[src/common/exec_pkg.sv]
// exec_pkg
// shared definitions for the execute stage: word and shift-amount widths,
// operation codes, shifter modes and the layout of the flags word
`default_nettype none

package exec_pkg;

    localparam int data_width  = 16;  // datapath is fixed at 16 bits
    localparam int shamt_width = 4;   // shift amount 0..15
    localparam int flags_width = 3;   // zero, neg, carry

    // operation codes as seen on the issue port
    typedef enum logic [3:0] {
        op_add  = 4'd0,
        op_sub  = 4'd1,
        op_and  = 4'd2,
        op_or   = 4'd3,
        op_xor  = 4'd4,
        op_sll  = 4'd5,
        op_srl  = 4'd6,
        op_sra  = 4'd7,
        op_ror  = 4'd8,
        op_pass = 4'd9   // forwards operand b, load-immediate with use_imm
    } op_t;

    // barrel shifter mode select, same encoding as the shifter mux
    typedef enum logic [1:0] {
        sh_sll = 2'b00,
        sh_srl = 2'b01,
        sh_sra = 2'b10,
        sh_ror = 2'b11
    } shift_mode_t;

    // bit positions inside the flags word
    localparam int flag_zero  = 0;
    localparam int flag_neg   = 1;
    localparam int flag_carry = 2;

endpackage

`default_nettype wire

[src/verilog/shifter.sv]
// shifter
// two-stage combinational barrel shifter for 16-bit words
// first stage moves by 0..3, second by 0/4/8/12, so any amount 0..15 works
// modes: logical left, logical right, arithmetic right, rotate right
`default_nettype none

module shifter (
    input  wire logic [exec_pkg::data_width-1:0]  data_in,
    input  wire logic [exec_pkg::shamt_width-1:0] shift_val,
    input  wire exec_pkg::shift_mode_t            mode,
    output logic [exec_pkg::data_width-1:0]       data_out
);
    import exec_pkg::*;

    logic [data_width-1:0] stage1;  // after the 0..3 stage
    logic [data_width-1:0] stage2;  // after the 0/4/8/12 stage
    logic                  sign;    // fill bit for arithmetic right

    assign sign = data_in[15];

    always_comb begin
        stage1 = data_in;  // amount 0 in both stages
        stage2 = data_in;
        case (mode)
            sh_sll: begin
                case (shift_val[1:0])
                    2'd0: stage1 = data_in;
                    2'd1: stage1 = {data_in[14:0], 1'b0};
                    2'd2: stage1 = {data_in[13:0], 2'b0};
                    2'd3: stage1 = {data_in[12:0], 3'b0};
                endcase
                case (shift_val[3:2])
                    2'd0: stage2 = stage1;
                    2'd1: stage2 = {stage1[11:0], 4'b0};
                    2'd2: stage2 = {stage1[7:0], 8'b0};
                    2'd3: stage2 = {stage1[3:0], 12'b0};  // true shift by 12
                endcase
            end
            sh_srl: begin
                case (shift_val[1:0])
                    2'd0: stage1 = data_in;
                    2'd1: stage1 = {1'b0, data_in[15:1]};
                    2'd2: stage1 = {2'b0, data_in[15:2]};
                    2'd3: stage1 = {3'b0, data_in[15:3]};
                endcase
                case (shift_val[3:2])
                    2'd0: stage2 = stage1;
                    2'd1: stage2 = {4'b0, stage1[15:4]};
                    2'd2: stage2 = {8'b0, stage1[15:8]};
                    2'd3: stage2 = {12'b0, stage1[15:12]};
                endcase
            end
            sh_sra: begin
                // fill always comes from the original msb
                case (shift_val[1:0])
                    2'd0: stage1 = data_in;
                    2'd1: stage1 = {sign, data_in[15:1]};
                    2'd2: stage1 = {{2{sign}}, data_in[15:2]};
                    2'd3: stage1 = {{3{sign}}, data_in[15:3]};
                endcase
                case (shift_val[3:2])
                    2'd0: stage2 = stage1;
                    2'd1: stage2 = {{4{sign}}, stage1[15:4]};
                    2'd2: stage2 = {{8{sign}}, stage1[15:8]};
                    2'd3: stage2 = {{12{sign}}, stage1[15:12]};
                endcase
            end
            sh_ror: begin
                case (shift_val[1:0])
                    2'd0: stage1 = data_in;
                    2'd1: stage1 = {data_in[0], data_in[15:1]};    // lsb wraps to msb
                    2'd2: stage1 = {data_in[1:0], data_in[15:2]};
                    2'd3: stage1 = {data_in[2:0], data_in[15:3]};
                endcase
                case (shift_val[3:2])
                    2'd0: stage2 = stage1;
                    2'd1: stage2 = {stage1[3:0], stage1[15:4]};
                    2'd2: stage2 = {stage1[7:0], stage1[15:8]};
                    2'd3: stage2 = {stage1[11:0], stage1[15:12]};
                endcase
            end
        endcase
    end

    assign data_out = stage2;

endmodule

`default_nettype wire

[src/verilog/alu.sv]
// alu
// combinational add/sub and logic unit
// add and sub share one 17-bit adder, sub inverts b and carries in a one
// shift ops take the barrel shifter output, carry only for add and sub
`default_nettype none

module alu (
    input  wire logic [exec_pkg::data_width-1:0] a,
    input  wire logic [exec_pkg::data_width-1:0] b,
    input  wire exec_pkg::op_t                   op,
    input  wire logic [exec_pkg::data_width-1:0] shift_result,
    output logic [exec_pkg::data_width-1:0]      alu_result,
    output logic                                 carry
);
    import exec_pkg::*;

    logic                  is_sub;   // selects a + ~b + 1
    logic [data_width-1:0] b_addend; // b or its complement
    logic [data_width:0]   sum;      // msb is the carry out

    assign is_sub   = (op == op_sub);
    assign b_addend = is_sub ? ~b : b;
    // for sub, carry out set means no borrow, i.e. a >= b unsigned
    assign sum      = {1'b0, a} + {1'b0, b_addend} + {{data_width{1'b0}}, is_sub};

    always_comb begin
        alu_result = '0;  // unused codes give zero
        carry      = 1'b0;
        case (op)
            op_add, op_sub: begin
                alu_result = sum[data_width-1:0];
                carry      = sum[data_width];
            end
            op_and:  alu_result = a & b;
            op_or:   alu_result = a | b;
            op_xor:  alu_result = a ^ b;
            op_sll, op_srl, op_sra, op_ror: begin
                alu_result = shift_result;  // mode already picked by the top
            end
            op_pass: alu_result = b;        // load-immediate or register move
            default: alu_result = '0;
        endcase
    end

endmodule

`default_nettype wire

[src/verilog/regfile.sv]
// regfile
// num_regs x 16-bit register file
// two asynchronous read ports, one write port on the clock edge
// every register is cleared by the synchronous reset
`default_nettype none

module regfile #(
    parameter int num_regs = 8
) (
    input  wire logic                                clk,
    input  wire logic                                reset,
    input  wire logic                                we,
    input  wire logic [$clog2(num_regs)-1:0]         waddr,
    input  wire logic [exec_pkg::data_width-1:0]     wdata,
    input  wire logic [$clog2(num_regs)-1:0]         raddr_a,
    input  wire logic [$clog2(num_regs)-1:0]         raddr_b,
    output logic [exec_pkg::data_width-1:0]          rdata_a,
    output logic [exec_pkg::data_width-1:0]          rdata_b
);
    import exec_pkg::*;

    logic [data_width-1:0] regs [num_regs];  // storage array

    always_ff @(posedge clk) begin
        if (reset) begin
            for (int i = 0; i < num_regs; i++) begin
                regs[i] <= '0;  // architectural state starts at zero
            end
        end else if (we) begin
            regs[waddr] <= wdata;  // new value seen by reads after this edge
        end
    end

    // combinational reads, no bypass of the write port
    assign rdata_a = regs[raddr_a];
    assign rdata_b = regs[raddr_b];

endmodule

`default_nettype wire

[src/verilog/exec_unit.sv]
// exec_unit
// execute stage of the 16-bit load/store core
// an issue strobe reads the register file, runs the alu or shifter and
// writes the result back on the same edge
// result, flags and a one-cycle result_valid pulse follow one cycle later
`default_nettype none

module exec_unit #(
    parameter int num_regs = 8
) (
    input  wire logic                                clk,
    input  wire logic                                reset,
    input  wire logic                                issue,    // one-cycle strobe
    input  wire exec_pkg::op_t                       op,
    input  wire logic                                use_imm,  // sampled with issue
    input  wire logic [$clog2(num_regs)-1:0]         rd,
    input  wire logic [$clog2(num_regs)-1:0]         rs1,
    input  wire logic [$clog2(num_regs)-1:0]         rs2,
    input  wire logic [exec_pkg::data_width-1:0]     imm,
    output logic [exec_pkg::data_width-1:0]          result,
    output logic                                     result_valid,
    output logic [exec_pkg::flags_width-1:0]         flags
);
    import exec_pkg::*;

    logic [data_width-1:0]  rs1_data;
    logic [data_width-1:0]  rs2_data;
    logic [data_width-1:0]  operand_b;     // imm or rs2
    logic [data_width-1:0]  shift_out;
    logic [data_width-1:0]  alu_result;
    logic                   carry;
    shift_mode_t            shift_mode;
    logic [flags_width-1:0] next_flags;

    assign operand_b = use_imm ? imm : rs2_data;

    // op to shifter mode, don't care for non-shift ops
    always_comb begin
        case (op)
            op_srl:  shift_mode = sh_srl;
            op_sra:  shift_mode = sh_sra;
            op_ror:  shift_mode = sh_ror;
            default: shift_mode = sh_sll;
        endcase
    end

    regfile #(
        .num_regs (num_regs)
    ) i_regfile (
        .clk     (clk),
        .reset   (reset),
        .we      (issue),       // writeback at the issue edge
        .waddr   (rd),
        .wdata   (alu_result),
        .raddr_a (rs1),
        .raddr_b (rs2),
        .rdata_a (rs1_data),
        .rdata_b (rs2_data)
    );

    shifter i_shifter (
        .data_in   (rs1_data),
        .shift_val (operand_b[shamt_width-1:0]),  // low bits give the amount
        .mode      (shift_mode),
        .data_out  (shift_out)
    );

    alu i_alu (
        .a            (rs1_data),
        .b            (operand_b),
        .op           (op),
        .shift_result (shift_out),
        .alu_result   (alu_result),
        .carry        (carry)
    );

    // flag word for the current operation
    always_comb begin
        next_flags             = '0;
        next_flags[flag_zero]  = (alu_result == '0);
        next_flags[flag_neg]   = alu_result[data_width-1];
        next_flags[flag_carry] = carry;  // alu already zeroes it for non add/sub
    end

    always_ff @(posedge clk) begin
        if (reset) begin
            result       <= '0;
            flags        <= '0;
            result_valid <= 1'b0;
        end else begin
            result_valid <= issue;  // pulse, no back-pressure
            if (issue) begin
                result <= alu_result;
                flags  <= next_flags;
            end
        end
    end

endmodule

`default_nettype wire

[config.mk]
export PLATFORM = sky130hd
export DESIGN_NAME = exec_unit
export DESIGN_NICKNAME = d
export VERILOG_FILES = /design/src/common/exec_pkg.sv /design/src/verilog/shifter.sv /design/src/verilog/alu.sv /design/src/verilog/regfile.sv /design/src/verilog/exec_unit.sv
export SDC_FILE = /design/constraint.sdc
export NUM_CORES = 1
export LEC_CHECK = 0
export BUFFER_PORTS_ARGS = -buffer_cell sky130_fd_sc_hd__buf_2
export CORE_MARGIN = 2
export CORE_UTILIZATION = 68
export CTS_CLUSTER_DIAMETER = 100
export DETAILED_ROUTE_END_ITERATION = 8
export PLACE_DENSITY = 0.87
export SETUP_SLACK_MARGIN = 0.05
export SYNTH_ARGS = -nofsm -noshare
export SYNTH_HDL_FRONTEND = slang
export SYNTH_SLANG_ARGS = --single-unit
[constraint.sdc]
create_clock -name clk -period 10.6 [get_ports clk]
set_input_delay 1.06 -clock clk [delete_from_list [all_inputs] [get_ports clk]]
set_output_delay 1.06 -clock clk [all_outputs]
set_load 0.005 [all_outputs]
Word-level counts from Yosys, hierarchy flattened
Memories as Yosys holds them, arrays and structs flattened.
Index checks and enable logic that the tools add are counted.

word-level totals
  register bits after elaboration = 20
  latch bits = 0
  bits in writable memories = 128
  memory bits (read-only) = 0
  bits of input ports = 33
  output and inout bits = 20
  logic and storage cells = 58
  memories kept = 1

cells by class
  add/subtract/negate cells = 2
  $mul = 0
  div/mod/pow operators = 0
  order comparisons = 0
  eq/ne operators = 18
  shift operators = 0
  mux-type cells = 22
  bitwise logic cells = 4
  reductions and logical operators = 8

memories
  name            words  bits a word  rd ports  clocked after Yosys merged registers in  write ports  line           RTL
  i_regfile.regs  8      16           2         0                                        8            regfile.sv:22  logic [data_width-1:0] regs [num_regs];

operators with widths
  kind                number
  $pmux 16 s4         9
  $pmux 16 s6         1
  $mux 16             3
  $add 16x16->17      1
  $add 17x1->17       1
  $and 16x16->16      1
  $eq 4x3->1 const B  4
  $logic_not 16->1    1
  $not 16->16         1
  $or 16x16->16       1
  $reduce_or 16->1    1
  $xor 16x16->16      1
  $eq 2x2->1 const B  6
  $eq 4x2->1 const B  2
  $eq 4x4->1 const B  2
  $mux 1              7
  $eq 2x1->1 const B  3
  $logic_not 2->1     3
  $pmux 2 s3          1
  $eq 4x1->1 const B  1
  $logic_not 4->1     1
  $reduce_or 4->1     1
  $mux 3              1
  $reduce_or 2->1     1

Depth between registers and ports, before layout
Gate-level depths: netlist of the first run.
An unclocked memory read counts as a cell.

  word-level depth = 8
  depth in mapped cells = 23
  depth with buffers taken out = 19

Hierarchy
Synthesis of the first run repeated with hierarchy kept, for this count alone.

second synthesis, totals
  cells, all modules = 1125
  area total of the unflattened synthesis = 12460.7 sq um

modules (own cells, without submodules)
  module     times used  cells an instance  area each (sq um)  seq. area each (sq um)
  regfile    1           430                6910.4             3843.7
  alu        1           333                2378.5             0.0
  shifter    1           271                2158.3             0.0
  exec_unit  1           91                 1013.5             380.4

Worst setup path before layout of the first run
No wires, ideal clock.

  path type = input to register
  start = in rs2[0]
  end = reg flags[0] (netlist name)
  arrival time = 5312 ps
  path slack = 5200 ps
  stages on the path = 22
  path buffers = 5
  cells stage by stage = buf_6 -> buf_12 -> mux2i_1 -> mux4_2 -> o21a_4 -> buf_6 -> buf_6 -> clkbuf_1 -> xnor2_1 -> fa_1 -> a21o_1 -> a21oi_1 -> o21bai_1 -> nand2_1 -> a31oi_1 -> a21oi_1 -> xor2_1 -> o221ai_1 -> a31oi_1 -> and3_1 -> nand4_1 -> o32ai_2

on the way
  word-level cells in the longest chain between the ends = 8

ends and longest elaborated chain
  what                                                 line                      RTL
  start: declaration                                   exec_unit.sv:18           input wire logic [$clog2(num_regs)-1:0] rs2,
  $mem_v2 8x16 (*)                                     --
  $mux 16 (*)                                          exec_unit.sv:35           assign operand_b = use_imm ? imm : rs2_data;
  $not 16->16, or another cell as far along            alu.sv:22                 assign b_addend = is_sub ? ~b : b;
  $mux 16, or another cell as far along                alu.sv:22
  $add 16x16->17, or another cell as far along         alu.sv:24                 assign sum = {1'b0, a} + {1'b0, b_addend} + {{data_width{1'b0}}, is_sub};
  $add 17x1->17 / $pmux 16 s4 (equally long branches)  alu.sv:24, shifter.sv:24
  $pmux 16 s6 (*)                                      alu.sv:29                 case (op)
  $logic_not 16->1 (*)                                 exec_unit.sv:80           next_flags[flag_zero] = (alu_result == '0);
  end signal: assignment                               exec_unit.sv:94           flags <= next_flags;
  end: declaration                                     exec_unit.sv:22           output logic [exec_pkg::flags_width-1:0] flags

Mark *: on every way between the ends. The rest lies on a longest branch, timed or not. The select of a mux whose other input is x is not followed.
A chain may end at the register's enable or synchronous reset.

Final worst setup path of the first run
Ends and elaborated chain as after synthesis.

==> impl_metrics.csv, run 1 <==
group,metric,value,unit
cts,tritoncts,"built",
global_routing,first_global_vias,10155,
sta,whs,483,ps
sta,slew_headroom,18.3,%
route,first_pass_iters,8,
sta,setup_tns,0,ps
route,drt-total-wl,40300,µm
final_layout,antennaDiodeCount,0,
final_layout,layout-drive-gt1-share,16.2,%
synthesis,syn_avg_cell_area,10.0,µm²
cts,clockRootBuffer,"clkbuf_16",
route,final_antenna_net_count,0,
global_routing,grt_start_max_net_pins,49,
setup_path,crit_type,"input pin to flip-flop",
min_path,hp-class,"flip-flop to flip-flop",
final_layout,seq_area,0.00422,mm²
final_layout,fill_cells,1061,
cts,cts-resized-gates,0,
sta,fmax,158,MHz
sta,finalClockSkew,9.68,ps
synthesis,seq_area_frac_synth,37.5,%
final_layout,final-instance-count-excl-fill,1362,
route,wl_per_cell,29.6,µm
power_and_ir_drop,p_leak,0.00477,µW
power_and_ir_drop,ir_drop,0.185,mV
flow_run,maxCapViolations,0,
sta,fin_ws,4260,ps
setup_path,cp-end-kind,"flip-flop",
synthesis,synthesis.area,0.0113,mm²
final_layout,nNetsFinal,1210,
sta,finalSetupViolations,0,
route,drc_errors,0,
floorplanning,chipHeight,133,µm
cts,post_cts_buffers,0,
placement,hpwl,25700,µm
cts,numCtsBuffers,17,
sta,tightest_slew,1230,ps
synthesis,yosys.cell_types.count,83,
cts,cts_max_level,4,
cts,cts_buffer_depth,2,
floorplanning,initial_core_util,68.7,%
sta,hold_violations,0,
synthesis,syn_nets,1202,
setup_path,cp_slowest_cell,"a211oi_2",
route,detail_route.iter0.violations,1936,
floorplanning,io_pins,53,
route,viasPerCell,7.68,
setup_path,critPathMaxStageDelay,830,ps
synthesis,synth-seq-cells,147,
cts,clkTransAtPathRegs,60,ps
cts,clk_latency,430,ps
synthesis,ys_warn_count,0,
sta,drv_slew,0,
global_routing,grt_pass1_wl,60200,µm
setup_path,path_max_fanout,40,
floorplanning,rows,47,
power_and_ir_drop,powerDensity,150,mW/mm²
floorplanning,die-area,0.0176,mm²
final_layout,areaGrowthSynthToFinish,8.06,%
setup_path,start_kind,"input pin",
cts,hold_buffers,0,
cts,clkSinkCount,147,
placement,preCtsSetupSlack,4170,ps
synthesis,async_flop_share,0,%
global_routing,antenna_found_initial,0,
floorplanning,core_area,0.0164,mm²
run_status,status,"finished, final reports clean",
route,vias,10463,
synthesis,synth_edf_count,128,
sta,period_share,59.8,%
synthesis,synthFlopType,"edfxtp_1",
placement,dpl.cell_count,1330,
synthesis,syn_inst,1121,
global_routing,grt-ovfl-total,0,
placement,gp_congestion,1.06,
global_routing,grt_usage,45.8,%
placement,portBuffers,52,
setup_path,crit_required,10940,ps
synthesis,synth_area_leaders,"edfxtp_1, mux2i_1, mux4_2",
floorplanning,die_w,133,µm
setup_path,path_cells,"buf_2 -> buf_4 -> mux2_2 -> o2bb2ai_1 -> o31a_1 -> buf_4 -> inv_4 -> nand2_1 -> a21boi_0 -> fa_1 -> a21o_1 -> a21oi_1 -> o21bai_1 -> nand2_1 -> a31oi_1 -> a221oi_1 -> xnor2_1 -> a211oi_2 -> and3_1 -> nand4_1 -> o32ai_2",
synthesis,synth_top_area_share,34.1,%
sta,finalWorstPathRequiredPeriod,6340,ps
synthesis,synth_top_area_cell,"edfxtp_1",
power_and_ir_drop,p_total,1830,µW
setup_path,crit_arrival,6680,ps
setup_path,r2r_setup_slack,5360,ps
final_layout,multiInputGateArea,0.00649,mm²
sta,rsz0062_at_grt,"no",
-- logic make-up after synthesis --
family          Yosys count  share of synthesized area (%)
xor+xnor                 26                           2.02
simple gates            369                           14.4
mux                     154                           18.9
buf+inv                 122                           5.05
fa+ha+maj                48                           5.40
flops                   147                           37.5
compound gates          255                           16.8
-- where the power goes --
group | internal (µW) | total, µW | switching (µW)
sequential | 658 | 677 | 18.9
clock | 393 | 633 | 239
combinational | 177 | 523 | 346
-- cell type report --
class	count	area share, %
inverters	36	1.13
repair buffers	75	3.56
clock buffers	19	3.56
flip-flops and latches	147	34.7
clock inverters	13	1.50
multi-input cells	852	53.3
well taps	220	2.26
-- synthesized netlist by cell type, types with 8 or more instances --
cell type / number
a221oi_1: 10
mux4_2: 39
mux2_2: 10
o22ai_1: 13
nand2_1: 71
nor3_1: 11
nor2_1: 204
o22a_1: 8
nand3_1: 15
a211oi_1: 27
clkbuf_1: 44
buf_2: 26
nand2b_1: 21
o21ai_0: 30
a21oi_1: 50
dfxtp_1: 19
xnor2_1: 20
a31oi_1: 11
edfxtp_1: 128
a22oi_1: 13
mux2i_1: 99
inv_1: 32
o221ai_1: 22
ha_1: 47
-- critical path: cells and delay by family --
family                   cells  cell delay [ps]
AO/OA/AOI/OAI               10             2720
buffers and inverters        4             1270
AND/OR/NAND/NOR              4              670
adder cells (fa/ha/maj)      1              480
multiplexers                 1              300
XOR/XNOR                     1              160
-- registers in the layout, summed over array words and instances, names as in the netlist --
signal / count
flags: 3
i_regfile.regs: 128
result: 15
result_valid: 1
-- cells in the final DEF (no fill, tap or decap), types with 22 or more instances in the layout --
master and count:
a211oi_1 27, mux4_2 39, buf_2 52, o221ai_1 22, buf_4 23, a21oi_1 50, o21ai_0 30, nand2_1 71
edfxtp_1 128, mux2i_1 99, ha_1 47, nor2_1 204, inv_1 32
-- through the flow --
| stage | utilization (%) | instance area (µm²) |
|---|---|---|
| after floorplan | - | 11300 |
| after global placement | 70.4 | 11600 |
| after detailed placement | 70.4 | 11600 |
| after CTS | 74.2 | 12200 |
| after global routing | 74.2 | 12200 |
| final | 74.2 | 12200 |
-- layer usage --
layer  up-vias  GRT usage (%)  wire length [µm]
li1       4250              -                 -
met1      4867           57.0             13300
met2      1060           72.6             18500
met3       286           10.5              5420
met4         0           29.2              3040
met5         -              0                 0
-- path summary, 6_finish.rpt --
kind	from	to	cells past startpoint
setup / recovery	rs2[0]	flags[0]$_SDFFE_PP0P_	21
hold / removal	flags[2]$_SDFFE_PP0P_	flags[2]$_SDFFE_PP0P_	2
setup reg to reg	i_regfile.regs[6][0]$_SDFFCE_PN0P_	flags[0]$_SDFFE_PP0P_	19
hold reg to reg	flags[2]$_SDFFE_PP0P_	flags[2]$_SDFFE_PP0P_	2
(Power assumes the default switching activity.)
==> run 2: changes to the inputs <==
--- a/config.mk
+++ b/config.mk
@@ -7,10 +7,10 @@
 export LEC_CHECK = 0
 export BUFFER_PORTS_ARGS = -buffer_cell sky130_fd_sc_hd__buf_2
 export CORE_MARGIN = 2
-export CORE_UTILIZATION = 68
+export CORE_UTILIZATION = 57
 export CTS_CLUSTER_DIAMETER = 100
 export DETAILED_ROUTE_END_ITERATION = 8
-export PLACE_DENSITY = 0.87
+export PLACE_DENSITY = 0.78
 export SETUP_SLACK_MARGIN = 0.05
 export SYNTH_ARGS = -nofsm -noshare
 export SYNTH_HDL_FRONTEND = slang
==> constraint.sdc (replaced) <==
create_clock -name clk -period 5.83 [get_ports clk]
set_input_delay 0.583 -clock clk [delete_from_list [all_inputs] [get_ports clk]]
set_output_delay 0.583 -clock clk [all_outputs]
set_load 0.005 [all_outputs]
==> impl_metrics.csv, run 2 (synthesis gave the netlist of run 1 again) <==
group,metric,value,unit
floorplanning,rows,51,
final_layout,largest_reg_flops,128,
cts,tritoncts,"built",
route,detail_route.iter0.violations,1421,
flow_run,maxCapViolations,0,
final_layout,final_area,0.0124,mm²
placement,portBuffers,52,
global_routing,antenna_found_initial,0,
final_layout,antennaDiodeCount,0,
power_and_ir_drop,powerDensity,264,mW/mm²
setup_path,r2r-end,"flags[0]$_SDFFE_PP0P_",
placement,gp_congestion,1.05,
cts,clockRootBuffer,"clkbuf_16",
sta,fmax,199,MHz
placement,place_area,0.0118,mm²
setup_path,cp-startpoint,"rs2[0]",
sta,finalClockSkew,7.14,ps
route,wl_per_cell,25.1,µm
floorplanning,die_w,145,µm
cts,cts_max_level,4,
final_layout,nNetsFinal,1237,
final_layout,most-common-layout-cells,"nor2_1, edfxtp_1, mux2i_1, nand2_1, buf_2",
route,drt-total-wl,36100,µm
power_and_ir_drop,ir_drop,0.462,mV
run_status,status,"finished, final reports clean",
cts,clk_latency,430,ps
cts,post_cts_buffers,0,
setup_path,crit_arrival,5370,ps
power_and_ir_drop,p_total,3280,µW
sta,finalWorstPathRequiredPeriod,5040,ps
sta,period_share,86.4,%
floorplanning,chipHeight,145,µm
power_and_ir_drop,p_leak,0.00490,µW
cts,cts-resized-gates,0,
route,viasPerCell,6.84,
setup_path,r2r_setup_slack,1150,ps
final_layout,areaGrowthSynthToFinish,10.4,%
floorplanning,initial_core_util,58.1,%
cts,clkTransAtPathRegs,60,ps
route,vias,9807,
route,final_antenna_net_count,0,
route,first_pass_iters,5,
cts,cts_buffer_depth,2,
global_routing,first_global_vias,9712,
sta,finalSetupViolations,0,
global_routing,grt-ovfl-total,0,
sta,tightest_slew,1150,ps
final_layout,layout_commonest_cell,"nor2_1",
placement,hpwl,25300,µm
cts,hold_buffers,0,
sta,hold_violations,0,
setup_path,crit_type,"input pin to flip-flop",
sta,rsz0062_at_grt,"no",
global_routing,grt_start_max_net_pins,37,
final_layout,reg_top3,"i_regfile.regs (128), result (15), flags (3)",
floorplanning,io_pins,53,
cts,numCtsBuffers,17,
route,drc_errors,0,
final_layout,top_register,"i_regfile.regs",
sta,drv_slew,0,
setup_path,path_max_fanout,19,
floorplanning,core_area,0.0194,mm²
setup_path,r2r_start,"i_regfile.regs[6][6]$_SDFFCE_PN0P_",
min_path,hp-class,"flip-flop to flip-flop",
final_layout,post-route-util,64.1,%
setup_path,crit_required,6170,ps
sta,setup_tns,0,ps
cts,clkSinkCount,147,
setup_path,critPathCapture,"flags[0]$_SDFFE_PP0P_",
setup_path,start_kind,"input pin",
setup_path,r2r_cells,16,
sta,slew_headroom,23.2,%
global_routing,grt_usage,35.7,%
floorplanning,die-area,0.0209,mm²
global_routing,grt_pass1_wl,55400,µm
final_layout,layout-drive-gt1-share,18.2,%
setup_path,cp-end-kind,"flip-flop",
-- run 2: cell count changes in the layout (fill, tap and decap cells not counted), sizes merged --
cell / change
buf: +27
bufinv: -1
clkbuf: -2
clkinv: +2
clkinvlp: -2
inv: +3
-- run 2: layout make-up --
type                            count  area (µm²)
Timing Repair Buffer              102         648
Tap cell                          265         332
Inverter                           36         138
Clock buffer                       17         425
Clock inverter                     15         180
Fill cell                        1555        6960
Multi-Input combinational cell    852        6490
Sequential cell                   147        4220
-- run 2: per-stage QoR --
stage                     worst slack, ps  instances  hold WS [ps]
after floorplan                       907       1121           462
after global placement                581       1402           454
after detailed placement              473       1402           465
after CTS                             876       1434           481
after global routing                  425       1434           512
final                                 793       1434           481
-- run 2: how the worst min path moves through the flow --
stage	slack, ps	start	depth (start not counted)	to
finish	480	flags[2]$_SDFFE_PP0P_	2	flags[2]$_SDFFE_PP0P_
floorplan	460	flags[2]$_SDFFE_PP0P_	2	flags[2]$_SDFFE_PP0P_
detailed placement	460	flags[2]$_SDFFE_PP0P_	2	flags[2]$_SDFFE_PP0P_
global route	510	result[2]$_SDFFE_PP0P_	2	result[2]$_SDFFE_PP0P_
global placement	450	flags[2]$_SDFFE_PP0P_	2	flags[2]$_SDFFE_PP0P_
CTS	480	flags[2]$_SDFFE_PP0P_	2	flags[2]$_SDFFE_PP0P_
-- run 2: layer usage --
layer,wire length (µm),up-vias,global-route usage (%)
met4,1920,0,18.4
met5,0,-,0
met2,17000,714,58.8
met3,4030,165,8.38
met1,13100,4630,44.0
li1,-,4298,-
-- run 2: where the power goes --
part / total [µW] / internal [µW] / leakage, µW / switching (µW)
Combinational: 951 / 345 / 0.00312 / 606
Sequential: 1220 / 1200 / 0.00149 / 29.5
Clock: 1110 / 676 / 0.000294 / 431
Total: 3280 / 2220 / 0.00490 / 1070
-- run 2: worst max-delay path, cell delays in order --
cell	delay (ps)
buf_2	370
buf_12	250
mux4_2	530
mux2i_1	260
nor2_1	70
a21oi_1	300
xnor2_1	120
ha_1	240
a21o_1	200
a211oi_1	380
nand2_1	80
o21ai_0	350
o21ai_1	180
a31oi_1	230
xnor2_1	110
a211oi_2	650
nand4_1	210
o32ai_2	240
==> run 3: changes to the inputs <==
--- a/config.mk
+++ b/config.mk
@@ -7,10 +7,10 @@
 export LEC_CHECK = 0
 export BUFFER_PORTS_ARGS = -buffer_cell sky130_fd_sc_hd__buf_2
 export CORE_MARGIN = 2
-export CORE_UTILIZATION = 57
-export CTS_CLUSTER_DIAMETER = 100
+export CORE_UTILIZATION = 48
+export CTS_CLUSTER_DIAMETER = 30
 export DETAILED_ROUTE_END_ITERATION = 8
-export PLACE_DENSITY = 0.78
+export PLACE_DENSITY = 0.67
 export SETUP_SLACK_MARGIN = 0.05
 export SYNTH_ARGS = -nofsm -noshare
 export SYNTH_HDL_FRONTEND = slang
==> impl_metrics.csv, run 3 (synthesis gave the netlist of run 1 again) <==
group,metric,value,unit
sta,setup_tns,0,ps
global_routing,grt_start_max_net_pins,47,
min_path,min_path_cells,2,
power_and_ir_drop,total_switching_power,1040,µW
floorplanning,die-area,0.0247,mm²
final_layout,layout-drive-gt1-share,18.2,%
power_and_ir_drop,intPower,2250,µW
min_path,hp-class,"flip-flop to flip-flop",
cts,hold_buffers,0,
cts,numCtsBuffers,17,
route,detail_route.iter0.violations,992,
setup_path,r2r-end,"flags[0]$_SDFFE_PP0P_",
placement,gp_congestion,1.01,
cts,clk_latency,430,ps
setup_path,r2r_cells,19,
sta,rsz0062_at_grt,"no",
floorplanning,chipHeight,157,µm
global_routing,grt_usage,30.3,%
floorplanning,die_w,157,µm
final_layout,reg_top3,"i_regfile.regs (128), result (15), flags (3)",
min_path,hold_start,"flags[2]$_SDFFE_PP0P_",
cts,clkTransAtPathRegs,60,ps
sta,slew_headroom,27.1,%
run_status,status,"finished, final reports clean",
setup_path,crit_required,6160,ps
sta,drv_slew,0,
floorplanning,rows,56,
floorplanning,core_area,0.0233,mm²
power_and_ir_drop,swShare,31.5,%
cts,post_cts_buffers,0,
sta,finalSetupViolations,0,
final_layout,largest_reg_flops,128,
floorplanning,initial_core_util,48.4,%
final_layout,top_register,"i_regfile.regs",
placement,hpwl,25900,µm
route,wl_per_cell,24.6,µm
global_routing,grt_pass1_wl,55900,µm
final_layout,nNetsFinal,1240,
flow_run,maxCapViolations,0,
setup_path,path_max_fanout,14,
floorplanning,io_pins,53,
route,drt-total-wl,36700,µm
power_and_ir_drop,pwr-share-seq,37.2,%
final_layout,layout_commonest_cell,"nor2_1",
power_and_ir_drop,pwr-share-comb,29.0,%
setup_path,path_cells,"buf_2 -> buf_4 -> mux2_2 -> o22ai_1 -> o31a_1 -> a21boi_0 -> fa_1 -> a21o_1 -> a21oi_1 -> o21bai_1 -> nand2_1 -> a31oi_1 -> a21oi_1 -> xor2_1 -> o221ai_1 -> a31oi_1 -> buf_4 -> and3_1 -> nand4_1 -> o32ai_2",
setup_path,cp-end-kind,"flip-flop",
sta,finalClockSkew,13.0,ps
cts,tritoncts,"built",
power_and_ir_drop,p_leak,0.00492,µW
route,viasPerCell,6.49,
setup_path,cp_slowest_cell,"fa_1",
global_routing,antenna_found_initial,2,
min_path,hold_path_end,"flags[2]$_SDFFE_PP0P_",
route,first_pass_iters,5,
power_and_ir_drop,ir_drop,0.258,mV
power_and_ir_drop,clockPowerShare,33.8,%
route,drc_errors,0,
setup_path,r2r_start,"i_regfile.regs[6][0]$_SDFFCE_PN0P_",
placement,portBuffers,52,
cts,clkSinkCount,147,
global_routing,first_global_vias,9514,
setup_path,crit_arrival,5260,ps
sta,fmax,203,MHz
setup_path,r2r_setup_slack,1120,ps
cts,cts_max_level,4,
power_and_ir_drop,powerDensity,262,mW/mm²
sta,period_share,84.6,%
final_layout,most-common-layout-cells,"nor2_1, edfxtp_1, mux2i_1, nand2_1",
route,vias,9683,
setup_path,start_kind,"input pin",
setup_path,crit_type,"input pin to flip-flop",
cts,cts-resized-gates,0,
setup_path,critPathMaxStageDelay,480,ps
sta,hold_violations,0,
route,final_antenna_net_count,0,
cts,cts_buffer_depth,2,
sta,finalWorstPathRequiredPeriod,4930,ps
power_and_ir_drop,p_total,3280,µW
cts,clockRootBuffer,"clkbuf_16",
global_routing,grt-ovfl-total,0,
final_layout,areaGrowthSynthToFinish,11.1,%
sta,tightest_slew,1090,ps
## run 3: changes by cell type in the layout (fill, tap and decap cells not counted), sizes merged
cell      before  now
buf          102  105
bufinv         3    4
clkbuf        17   18
clkinv         8    9
clkinvlp       1    0
diode          0    2
inv           39   35
## run 3: final cells by class
type	instances	area [µm²]
Sequential cell	147	4220
Clock buffer	18	429
Antenna cell	2	5.00
Fill cell	2103	10700
Timing Repair Buffer	105	671
Inverter	36	138
Clock inverter	12	165
Multi-Input combinational cell	852	6490
Tap cell	319	399
## run 3: worst max-delay path by stage
stage | start | endpoint | slack (ps) | cells past startpoint
2_1_floorplan | rs2[0] | flags[0]$_SDFFE_PP0P_ | 910 | 22
3_3_place_gp | rs2[0] | flags[0]$_SDFFE_PP0P_ | 670 | 20
3_5_place_dp | rs2[0] | flags[0]$_SDFFE_PP0P_ | 590 | 19
4_1_cts | rs2[0] | flags[0]$_SDFFE_PP0P_ | 970 | 20
5_1_grt | rs2[0] | flags[0]$_SDFFE_PP0P_ | 630 | 20
6_report | rs2[0] | flags[0]$_SDFFE_PP0P_ | 900 | 20
## run 3: metal layers
metal	global-route usage, %	vias up	routed length [µm]
met4	12.7	0	1540
met5	0	-	0
met1	39.6	4689	14400
met2	50.4	567	17600
met3	4.54	111	3210
li1	-	4316	-
## run 3: power by group through the flow
stage               Clock [µW]  Sequential, µW  Combinational, µW
floorplan                    0            1230                654
global placement             0            1240                923
detailed placement           0            1240                924
CTS                       1120            1220                930
global route              1150            1230               1020
finish                    1110            1220                951
## run 3: critical path, delay by kind of cell
| family | cells | cell delay, ps |
|---|---|---|
| AOI/OAI and AO/OA | 11 | 2360 |
| xor gates and xnor gates | 1 | 160 |
| adders and majority gates | 1 | 480 |
| buffers and inverters | 3 | 870 |
| muxes | 1 | 360 |
| and+or+nand+nor | 3 | 420 |
## run 3: through the flow
| step | setup WS (ps) | area [µm²] | hold WS, ps | util (%) | instances |
|---|---|---|---|---|---|
| after CTS | 967 | 12500 | 484 | 53.8 | 1489 |
| after floorplan | 907 | 11300 | 462 | - | 1121 |
| after global placement | 667 | 11900 | 456 | 51.2 | 1459 |
| after detailed placement | 590 | 11900 | 471 | 51.2 | 1459 |
| final | 895 | 12500 | 475 | 53.8 | 1491 |
| after global routing | 626 | 12500 | 503 | 53.8 | 1490 |
